===== src/verilog/lcdPkg.sv =====
package lcdPkg;

	//////////////////////////////////////////////////
	// Widths
	//////////////////////////////////////////////////
	localparam int LCD_ADDR_W = 5;
	localparam int LCD_CHAR_W = 8;
	localparam int MENU_PAGE_W = 3;
	localparam int NIBBLE_W = 4;

	// Cell or RAM byte index, top row 0-15, bottom row 16-31
	typedef logic [LCD_ADDR_W-1:0] lcdAddr_t;
	// Character code, column in high nibble and row in low nibble
	typedef logic [LCD_CHAR_W-1:0] lcdChar_t;
	typedef logic [NIBBLE_W-1:0] charNibble_t;
	// Menu text or local page group
	typedef logic ramSel_t;
	typedef logic [MENU_PAGE_W-1:0] menuPage_t;

	localparam ramSel_t RAM_SEL_MENU = 1'b0;
	localparam ramSel_t RAM_SEL_LOCAL = 1'b1;

	// Row boundaries of the 2x16 display
	localparam lcdAddr_t TOP_FIRST = 5'd0;
	localparam lcdAddr_t TOP_LAST = 5'd15;
	localparam lcdAddr_t BOTTOM_FIRST = 5'd16;
	localparam lcdAddr_t BOTTOM_LAST = 5'd31;

	//////////////////////////////////////////////////
	// Port bundles
	//////////////////////////////////////////////////
	typedef struct packed {
		lcdAddr_t addr;
		lcdChar_t data;
		logic write;
	} lcdWrite_s;

	// Multi-page character RAM, synchronous read
	typedef struct packed {
		ramSel_t sel;
		menuPage_t page;
		lcdAddr_t addr;
		lcdChar_t wdata;
		logic write;
		logic clear;
	} ramPort_s;

endpackage


===== src/verilog/menuPkg.sv =====
package menuPkg;

	//////////////////////////////////////////////////
	// Menu pages, value is the RAM page number
	//////////////////////////////////////////////////
	typedef enum logic [2:0] {
		MAIN_TITLE = 3'd0,
		SURE_TITLE = 3'd1,
		OPT_DISPLAY_LOCAL = 3'd2,
		OPT_MODIFY_LOCAL = 3'd3,
		OPT_CLEAR_LOCAL = 3'd4,
		OPT_YES = 3'd5,
		OPT_NO = 3'd6
	} menuOption_e;

	// Sequencer states
	typedef enum logic [4:0] {
		S_TITLE,
		S_OPTION,
		S_LOCAL,
		S_LITERAL,
		S_BUSY,
		S_SELECT,
		S_SHOW,
		S_POS_SEL,
		S_CHAR_SEL
	} seqState_e;

	typedef enum logic {
		SRC_RAM = 1'b0,
		SRC_LITERAL = 1'b1
	} refreshSrc_e;

	//////////////////////////////////////////////////
	// Job, input and editor bundles
	//////////////////////////////////////////////////
	// One refresh job, held stable while req is high
	typedef struct packed {
		lcdPkg::lcdAddr_t startAddr;
		lcdPkg::lcdAddr_t stopAddr;
		refreshSrc_e src;
		lcdPkg::lcdChar_t literal;
	} refreshReq_s;

	typedef struct packed {
		logic rotaryEvent;
		logic rotaryLeft;
		logic rotaryBtn;
		logic colLeftBtn;
		logic colRightBtn;
		logic menuBtn;
	} userInput_s;

	// Single cycle strobes
	typedef struct packed {
		logic home;
		logic posUp;
		logic posDown;
		logic rowUp;
		logic rowDown;
		logic colLeft;
		logic colRight;
	} editCmd_s;

endpackage


===== src/verilog/lcdRefresher.sv =====
`timescale 1ns/1ps

module lcdRefresher (
	input logic clk,
	input logic reset,
	input logic req,
	input menuPkg::refreshReq_s refreshReq,
	input lcdPkg::lcdChar_t ramData,
	output logic ack,
	output lcdPkg::lcdWrite_s lcd,
	output lcdPkg::lcdAddr_t ramAddr
);
	import lcdPkg::*;
	import menuPkg::*;

	typedef enum logic [1:0] {
		R_IDLE,
		R_SETUP,
		R_WRITE,
		R_DONE
	} refState_e;

	refState_e state;
	// Current LCD cell
	lcdAddr_t lcdAddr;

	//////////////////////////////////////////////////
	// Handshake and byte walk
	//////////////////////////////////////////////////
	always_ff @(posedge clk)
	begin
		if (reset)
			state <= R_IDLE;
		else
		begin
			case (state)
				R_IDLE:
					if (req)
						state <= R_SETUP;
				// Dropped req means abort, no more writes
				R_SETUP:
					state <= req ? R_WRITE : R_IDLE;
				R_WRITE:
					if (!req)
						state <= R_IDLE;
					else if (lcdAddr == refreshReq.stopAddr)
						state <= R_DONE;
					else
						state <= R_SETUP;
				// Hold ack until the sequencer lets go
				R_DONE:
					if (!req)
						state <= R_IDLE;
				default:
					state <= R_IDLE;
			endcase
		end
	end

	// Both pointers step after each write
	always_ff @(posedge clk)
	begin
		if (state == R_IDLE)
		begin
			lcdAddr <= refreshReq.startAddr;
			ramAddr <= '0;
		end
		else if (state == R_WRITE)
		begin
			lcdAddr <= lcdAddr + lcdAddr_t'(1);
			ramAddr <= ramAddr + lcdAddr_t'(1);
		end
	end

	assign ack = (state == R_DONE);

	// RAM data lands in the write cycle, one after setup
	always_comb
	begin
		lcd.addr = lcdAddr;
		lcd.data = (refreshReq.src == SRC_LITERAL) ? refreshReq.literal : ramData;
		lcd.write = (state == R_WRITE) && req;
	end

endmodule


===== src/verilog/charEditor.sv =====
`timescale 1ns/1ps

module charEditor #(
	parameter lcdPkg::charNibble_t HOME_COLUMN = 4'd4,
	parameter lcdPkg::charNibble_t HOME_ROW = 4'd1
) (
	input logic clk,
	input logic reset,
	input menuPkg::editCmd_s editCmd,
	output lcdPkg::lcdAddr_t editPos,
	output lcdPkg::lcdChar_t editChar
);
	import lcdPkg::*;

	charNibble_t charColumn;
	charNibble_t charRow;
	// Next column after skip rules
	charNibble_t colPrev;
	charNibble_t colNext;

	//////////////////////////////////////////////////
	// Column skip rules
	//////////////////////////////////////////////////
	// Columns 0-1 and 8-9 hold no printable glyphs
	always_comb
	begin
		case (charColumn)
			4'h2:
				colPrev = 4'hF;
			4'hA:
				colPrev = 4'h7;
			default:
				colPrev = charColumn - charNibble_t'(1);
		endcase
		case (charColumn)
			4'h7:
				colNext = 4'hA;
			4'hF:
				colNext = 4'h2;
			default:
				colNext = charColumn + charNibble_t'(1);
		endcase
	end

	//////////////////////////////////////////////////
	// Position, row and column registers
	//////////////////////////////////////////////////
	always_ff @(posedge clk)
	begin
		if (reset || editCmd.home)
		begin
			editPos <= '0;
			charColumn <= HOME_COLUMN;
			charRow <= HOME_ROW;
		end
		else
		begin
			// Position wraps over all 32 cells
			if (editCmd.posUp)
				editPos <= editPos + lcdAddr_t'(1);
			else if (editCmd.posDown)
				editPos <= editPos - lcdAddr_t'(1);
			// Row wraps modulo 16
			if (editCmd.rowUp)
				charRow <= charRow + charNibble_t'(1);
			else if (editCmd.rowDown)
				charRow <= charRow - charNibble_t'(1);
			if (editCmd.colLeft)
				charColumn <= colPrev;
			else if (editCmd.colRight)
				charColumn <= colNext;
		end
	end

	assign editChar = {charColumn, charRow};

endmodule


===== src/verilog/menuSequencer.sv =====
`timescale 1ns/1ps

module menuSequencer (
	input logic clk,
	input logic reset,
	input menuPkg::userInput_s user,
	input logic ack,
	input lcdPkg::lcdAddr_t editPos,
	input lcdPkg::lcdChar_t editChar,
	output logic req,
	output menuPkg::refreshReq_s refreshReq,
	output menuPkg::editCmd_s editCmd,
	output lcdPkg::ramPort_s ramCtrl
);
	import lcdPkg::*;
	import menuPkg::*;

	seqState_e state;
	// Where to go once the running job acks
	seqState_e retState;
	menuOption_e option;
	menuOption_e nextOption;
	// RAM control registers
	ramSel_t ramSel;
	menuPage_t ramPage;
	lcdChar_t wdata;
	logic ramWrite;
	logic ramClear;
	// Job for the current launch state
	refreshReq_s job;
	ramSel_t jobSel;
	menuPage_t jobPage;
	seqState_e jobNext;
	logic posMode;
	logic charMode;
	logic charChange;

	//////////////////////////////////////////////////
	// Refresh job table
	//////////////////////////////////////////////////
	always_comb
	begin
		job.startAddr = TOP_FIRST;
		job.stopAddr = BOTTOM_LAST;
		job.src = SRC_RAM;
		job.literal = editChar;
		jobSel = RAM_SEL_LOCAL;
		jobPage = '0;
		jobNext = S_SELECT;
		case (state)
			// Title row, the YES/NO pair has its own
			S_TITLE:
			begin
				job.stopAddr = TOP_LAST;
				jobSel = RAM_SEL_MENU;
				jobPage = (option == OPT_YES || option == OPT_NO) ?
					menuPage_t'(SURE_TITLE) : menuPage_t'(MAIN_TITLE);
				jobNext = S_OPTION;
			end
			S_OPTION:
			begin
				job.startAddr = BOTTOM_FIRST;
				jobSel = RAM_SEL_MENU;
				jobPage = menuPage_t'(option);
			end
			// Whole local page
			S_LOCAL:
				jobNext = (option == OPT_MODIFY_LOCAL) ? S_POS_SEL : S_SHOW;
			// Single cell with the edited character
			S_LITERAL:
			begin
				job.startAddr = editPos;
				job.stopAddr = editPos;
				job.src = SRC_LITERAL;
				jobNext = S_CHAR_SEL;
			end
			default:
				jobNext = S_SELECT;
		endcase
	end

	// Main ring, rotary left is next
	always_comb
	begin
		case (option)
			OPT_DISPLAY_LOCAL:
				nextOption = user.rotaryLeft ? OPT_MODIFY_LOCAL : OPT_CLEAR_LOCAL;
			OPT_MODIFY_LOCAL:
				nextOption = user.rotaryLeft ? OPT_CLEAR_LOCAL : OPT_DISPLAY_LOCAL;
			OPT_CLEAR_LOCAL:
				nextOption = user.rotaryLeft ? OPT_DISPLAY_LOCAL : OPT_MODIFY_LOCAL;
			OPT_YES:
				nextOption = OPT_NO;
			OPT_NO:
				nextOption = OPT_YES;
			default:
				nextOption = OPT_DISPLAY_LOCAL;
		endcase
	end

	//////////////////////////////////////////////////
	// Editor strobes
	//////////////////////////////////////////////////
	// A rotary press wins over rotation and column buttons
	always_comb
	begin
		posMode = (state == S_POS_SEL) && !user.rotaryBtn;
		charMode = (state == S_CHAR_SEL) && !user.rotaryBtn;
		editCmd.home = user.menuBtn;
		editCmd.posUp = posMode && user.rotaryEvent && user.rotaryLeft;
		editCmd.posDown = posMode && user.rotaryEvent && !user.rotaryLeft;
		editCmd.rowUp = charMode && user.rotaryEvent && user.rotaryLeft;
		editCmd.rowDown = charMode && user.rotaryEvent && !user.rotaryLeft;
		editCmd.colLeft = charMode && !user.rotaryEvent && user.colLeftBtn;
		editCmd.colRight = charMode && !user.rotaryEvent && !user.colLeftBtn &&
			user.colRightBtn;
		charChange = editCmd.rowUp || editCmd.rowDown || editCmd.colLeft ||
			editCmd.colRight;
	end

	//////////////////////////////////////////////////
	// Menu state machine
	//////////////////////////////////////////////////
	always_ff @(posedge clk)
	begin
		// Strobes last one cycle
		ramWrite <= 1'b0;
		ramClear <= 1'b0;
		// Menu button aborts whatever runs
		if (reset || user.menuBtn)
		begin
			state <= S_TITLE;
			retState <= S_SELECT;
			req <= 1'b0;
			option <= OPT_DISPLAY_LOCAL;
			ramSel <= RAM_SEL_MENU;
			ramPage <= '0;
		end
		else
		begin
			case (state)
				// Launch only once the last ack has gone
				S_TITLE, S_OPTION, S_LOCAL, S_LITERAL:
					if (!ack)
					begin
						refreshReq <= job;
						ramSel <= jobSel;
						ramPage <= jobPage;
						retState <= jobNext;
						req <= 1'b1;
						state <= S_BUSY;
					end
				S_BUSY:
					if (ack)
					begin
						req <= 1'b0;
						state <= retState;
					end
				S_SELECT:
					if (user.rotaryBtn)
					begin
						case (option)
							OPT_DISPLAY_LOCAL, OPT_MODIFY_LOCAL:
								state <= S_LOCAL;
							OPT_CLEAR_LOCAL:
							begin
								option <= OPT_YES;
								state <= S_TITLE;
							end
							// Confirmed clear of the local page
							OPT_YES:
							begin
								ramClear <= 1'b1;
								ramSel <= RAM_SEL_LOCAL;
								option <= OPT_DISPLAY_LOCAL;
								state <= S_TITLE;
							end
							default:
							begin
								option <= OPT_DISPLAY_LOCAL;
								state <= S_TITLE;
							end
						endcase
					end
					else if (user.rotaryEvent)
					begin
						option <= nextOption;
						state <= S_TITLE;
					end
				S_SHOW:
					if (user.rotaryBtn)
						state <= S_TITLE;
				// Position moves through editor strobes
				S_POS_SEL:
					if (user.rotaryBtn)
						state <= S_CHAR_SEL;
				S_CHAR_SEL:
					if (user.rotaryBtn)
					begin
						wdata <= editChar;
						ramWrite <= 1'b1;
						state <= S_POS_SEL;
					end
					else if (charChange)
						state <= S_LITERAL;
				default:
					state <= S_TITLE;
			endcase
		end
	end

	// Address comes from the refresher or the editor at the top
	assign ramCtrl = '{sel: ramSel, page: ramPage, addr: '0, wdata: wdata,
		write: ramWrite, clear: ramClear};

endmodule


===== src/verilog/menuController.sv =====
`timescale 1ns/1ps

module menuController #(
	parameter lcdPkg::charNibble_t HOME_COLUMN = 4'd4,
	parameter lcdPkg::charNibble_t HOME_ROW = 4'd1
) (
	input logic clk,
	input logic reset,
	input menuPkg::userInput_s user,
	input lcdPkg::lcdChar_t ramData,
	output lcdPkg::lcdWrite_s lcd,
	output lcdPkg::ramPort_s ram
);
	import lcdPkg::*;
	import menuPkg::*;

	// Sequencer to refresher
	logic req;
	logic ack;
	refreshReq_s refreshReq;
	lcdAddr_t refAddr;
	// Sequencer and editor
	editCmd_s editCmd;
	lcdAddr_t editPos;
	lcdChar_t editChar;
	ramPort_s ramCtrl;

	//////////////////////////////////////////////////
	// Blocks
	//////////////////////////////////////////////////
	menuSequencer sequencer (
		.clk(clk),
		.reset(reset),
		.user(user),
		.ack(ack),
		.editPos(editPos),
		.editChar(editChar),
		.req(req),
		.refreshReq(refreshReq),
		.editCmd(editCmd),
		.ramCtrl(ramCtrl)
	);

	lcdRefresher refresher (
		.clk(clk),
		.reset(reset),
		.req(req),
		.refreshReq(refreshReq),
		.ramData(ramData),
		.ack(ack),
		.lcd(lcd),
		.ramAddr(refAddr)
	);

	charEditor #(
		.HOME_COLUMN(HOME_COLUMN),
		.HOME_ROW(HOME_ROW)
	) editor (
		.clk(clk),
		.reset(reset),
		.editCmd(editCmd),
		.editPos(editPos),
		.editChar(editChar)
	);

	// RAM write goes to the edit cell, reads follow the refresher
	always_comb
	begin
		ram = ramCtrl;
		ram.addr = ramCtrl.write ? editPos : refAddr;
	end

endmodule


===== config.mk =====
export PLATFORM = sky130hd
export DESIGN_NAME = menuController
export DESIGN_NICKNAME = d
export VERILOG_FILES = /design/src/verilog/lcdPkg.sv /design/src/verilog/menuPkg.sv /design/src/verilog/lcdRefresher.sv /design/src/verilog/charEditor.sv /design/src/verilog/menuSequencer.sv /design/src/verilog/menuController.sv
export SDC_FILE = /design/constraint.sdc
export NUM_CORES = 1
export LEC_CHECK = 0
export ABC_AREA = 1
export BUFFER_PORTS_ARGS = -buffer_cell sky130_fd_sc_hd__buf_2
export CORE_MARGIN = 2
export CORE_UTILIZATION = 52
export CTS_BUF_LIST = sky130_fd_sc_hd__clkbuf_16
export DETAILED_ROUTE_END_ITERATION = 8
export MAX_ROUTING_LAYER = met4
export PLACE_DENSITY = 0.76
export SETUP_SLACK_MARGIN = 0.3
export SYNTH_ARGS = -nofsm -noshare
export SYNTH_HDL_FRONTEND = slang
export SYNTH_HIERARCHICAL = 1
export SYNTH_SLANG_ARGS = --single-unit

===== constraint.sdc =====
create_clock -name clk -period 2.45 [get_ports clk]
set_clock_uncertainty 0.1 [all_clocks]
set_input_delay 0.735 -clock clk [delete_from_list [all_inputs] [get_ports clk]]
set_output_delay 0.735 -clock clk [all_outputs]
set_load 0.01 [all_outputs]

---- After elaboration in Yosys (flattened, before gate mapping) ----
Index checks and enable logic that the tools add are counted.
word-level totals
  flip-flop bits (word level) ............. 72
  bits of input ports ..................... 16
  logic and storage cells ................. 160
cells by class
  add/sub/neg operators ................... 8
  equality and inequality tests ........... 32
  mux-type cells .......................... 52
  bitwise logic cells ..................... 5
  reductions and logical operators ........ 44
operator list
  kind                                                  number
  2-to-1 mux 5 bit                                      13
  case mux 5 bit (6 select lines)                       1
  equality test 5 x 3 -> 1 bit (second input constant)  4
  case mux 5 bit (2 select lines)                       2
  2-to-1 mux 4 bit                                      4
  case mux 4 bit (2 select lines)                       2
  adder 5 x 1 -> 5 bit (second input constant)          3
  case mux 3 bit (5 select lines)                       1
  case mux 5 bit (3 select lines)                       1
  != test 2 bit (second input constant)                 7
  nonzero test 2 bit                                    7
  logical AND 1 bit                                     13
  2-to-1 mux 1 bit                                      12
  2-to-1 mux 2 bit                                      6
  2-to-1 mux 3 bit                                      4
  case mux 3 bit (2 select lines)                       2
  AND reduction 3 bit                                   4
  equality test 5 x 2 -> 1 bit (second input constant)  2
  equality test 3 bit (second input constant)           3
  adder 4 x 1 -> 4 bit (second input constant)          2
  equality test 4 bit (second input constant)           2
  2-to-1 mux 8 bit                                      1
  case mux 2 bit (4 select lines)                       1
  subtractor 4 x 1 -> 4 bit (second input constant)     2
  other kinds (24)                                      42

---- Depth between registers and ports, before layout ----
  depth in word-level cells ............... 10
  mapped depth ............................ 12
  gate-level depth less buffers ........... 12

---- Modules after synthesis ----
The synthesis kept the hierarchy.
modules (own cells, without submodules)
  module          instances  cells each  area an instance (µm²)  seq. area each (µm²)
  menuSequencer   1          222         2,029.4                 1,171.1
  charEditor      1          118         848.3                   260.2
  lcdRefresher    1          100         768.2                   290.3
  menuController  1          16          60.1                    0.0

---- Worst setup path before layout ----
OpenSTA, ideal clock, no wires.
  kind .................................... input -> register
  start ................................... input user[0] (netlist bit)
  end ..................................... register sequencer/refreshReq[0] (netlist name)
  arrival time ............................ 2.173 ns
  setup slack ............................. -0.217 ns
  stages .................................. 4
  buffers on the path ..................... 1
  cells stage by stage .................... nor2_1 inv_1 clkbuf_1 nor2_1
between the ends
  word-level cells in the longest chain between the ends .. 3
ends and longest elaborated chain
  what                                  line                  source
  start: declaration                    menuController.sv:9   input menuPkg::userInput_s user,
  logical OR 1 bit                      menuSequencer.sv:130  if (reset || user.menuBtn)
  NOT 1 bit (no source line)            n/a
  AND reduction 3 bit (no source line)  n/a
Every way passes these cells.
A chain may end at the register's enable or synchronous reset.

==> summary.md <==
| Metric | Value |
|---|---|
| Slowest cell on the critical path | `edfxtp_1` |
| Clock sink count | `70` |
| Worst-Margin Slew | `570 ps` |
| Die width | `88.0 um` |
| Worst path cell trace | `buf_12 -> mux2_2 -> buf_6` |
| Yosys warnings | `6` |
| Final ANT Viol Nets | `0` |
| DR DRC count | `0` |
| Family with the most delay on the worst path | `flip-flops` |
| RSZ-0062 raised after global routing | `true` |
| Total negative slack | `0 ps` |
| Mapped Area | `3660 um^2` |
| Clock-pin slew on the worst setup and hold paths | `50 ps` |
| Fin. max-slew vios | `0` |
| MaxCap Viol Count | `0` |
| Comb power frac | `0.068` |
| Minimum clock period | `2140 ps` |
| Crit Path Class | `flop to primary output` |
| Drt pass-1 iters | `5` |
| Port bufs | `48` |
| Critical path buffer and inverter count | `2` |
| Via/cell ratio | `5.21` |
| P_int | `0.00222 W` |
| CP Capture Type | `primary output` |
| # IOs | `49` |
| Diode count | `0` |
| Worst Path Arrival | `1300 ps` |
| First DRT Iteration DRCs | `192` |
| Detailed Place HPWL | `5.95 mm` |
| Seq pwr share | `0.445` |
| Gr usage total | `0.229` |
| Fin. Hold Viols | `0` |
| Dpl cells | `596` |
| Growth of design area from synthesis to finish | `23.5%` |
| Final setup fails | `0` |
| Hold Buf Count CTS | `0` |
| Rel. slew slack | `0.619` |
| Vias in the first global route | `2973` |
| Initial core utilization | `0.539` |
| CP peak stage delay | `410 ps` |
| Syn_nets | `478` |
| Total Nets Final | `541` |
| Worst hold path type | `flop to flop` |
| Fmax | `468 MHz` |
| Sw Share | `0.219` |
| Final Util | `0.666` |
| Clk_lat worst skew | `330 ps` |
| Share of cells above drive strength 1 | `0.268` |
| Largest net degree at the start of global routing | `20` |
| Post-route insts no fill | `614` |
| Root cell of the clock tree | `clkbuf_16` |
| Clock share of power | `0.487` |
| Tot Pwr | `0.00284 W` |
| Total grt overflow | `0` |
| WL final | `8.36 mm` |
| Die Height | `88.0 um` |
| Syn avg cell area | `8.14 um^2` |
| Drt wl/cell | `13.6 um` |
| First-pass GRT wire length | `13.1 mm` |
| RePlAce Congestion | `0.892` |
| VDD IR max | `0.000350 V` |
| Final Cycle Share | `0.872` |
| Status | `finished clean` |
| P_leak | `1.99 nW` |
| CTS tree | `built` |
| Site Rows | `30` |
| NetSw | `0.000624 W` |
| DIE AREA | `7740 um^2` |
| Cells after Synth | `450` |
| Flop2flop setup slack | `450 ps` |
| Pwr/cell area | `628 nW/um^2` |
| Top fanout value on the critical path | `8` |
| Initial antenna violation count | `0` |
| Clk buf depth | `2` |
| Via count | `3196` |
| CTS buffer count | `9` |
| Critical Path Source Type | `flop` |
| # fillers | `566` |
| H-tree depth | `3` |
| Core area | `6790 um^2` |
| WP data required | `1620 ps` |
==> power by group through the flow <==
stage	registers, W	logic (W)	clock network (W)
after floorplan	0.00129	0.000112	0
after global placement	0.00129	0.000172	0
after detailed placement	0.00129	0.000176	0
after CTS	0.00127	0.000183	0.00141
after global routing	0.00127	0.000216	0.00146
final	0.00126	0.000194	0.00138
==> metal layers <==
layer  track usage  wire length [um]
met1         0.268              3500
met2         0.378              4210
met3        0.0377               441
met4         0.116               211
met5             -                 0
==> stage by stage <==
stage,setup slack (ps),hold WS [ps],instance area [um^2]
after floorplan,297,324,3700
after global placement,105,336,4080
after detailed placement,24.5,341,4080
after CTS,303,352,4430
after global routing,273,383,4520
final,315,352,4520
==> sequential cells by signal, indices dropped and copies added (netlist names), 2 cells and up <==
signal,flops
sequencer/ramPage,3
refresher/lcdAddr,5
refresher/state,2
sequencer/wdata,8
editor/editPos,5
sequencer/state,4
refresher/ramAddr,5
editor/charColumn,4
sequencer/refreshReq,19
editor/charRow,4
sequencer/retState,4
sequencer/option,3
==> repair_timing <==
| item | 4_1_cts | 5_1_grt |
|---|---|---|
| gates resized for setup | 0 | 17 |
| setup endpoints to repair | 10 | 13 |
| setup buffers | 2 | 0 |
| pin swaps | 1 | 1 |
==> cell type report <==
class / count / area, um^2 / area share
tap: 96 / 120 / 0.0265
clock inverter: 7 / 97.6 / 0.0216
clock buffer: 9 / 225 / 0.0498
multi-input combinational: 306 / 1710 / 0.378
sequential: 70 / 1720 / 0.381
timing repair buffer: 61 / 400 / 0.0885
inverter: 65 / 248 / 0.0548
==> layout by cell type (no fill, tap or decap), drive strengths merged <==
cell type and count:
edfxtp 32, mux2 8, a31oi 3, o211ai 1, nand2 98, or2 1
nor2 68, fa 2, o2111ai 1, bufinv 2, clkinv 2, xor2 2
buf 61, dfxtp 38, a211oi 1, nor3 8, ha 10, o21ai 29
nand4 6, clkbuf 9, clkinvlp 3, xnor2 3, a22o 1, o31ai 1
nand3 35, inv 65, a21oi 28
==> path summary, 6_finish.rpt <==
kind / startpoint / to / cells after the start
max: sequencer/refreshReq[8]$_DFFE_PP_ / lcd[7] / 3
min: sequencer/retState[3]$_SDFFE_PP0P_ / sequencer/retState[3]$_SDFFE_PP0P_ / 2
max reg2reg: sequencer/state[2]$_SDFFE_PP0P_ / editor/editPos[4]$_SDFFE_PP0P_ / 12
min reg2reg: sequencer/retState[3]$_SDFFE_PP0P_ / sequencer/retState[3]$_SDFFE_PP0P_ / 2
==> worst register-to-register path, delay by kind of cell, from the launching register on <==
family | cells | cell delay (ps)
adders and majority gates | 1 | 380
and+or+nand+nor | 9 | 800
buffers and inverters | 2 | 190
DFF | 1 | 420
Note: power is estimated with default switching activity, not from simulation.
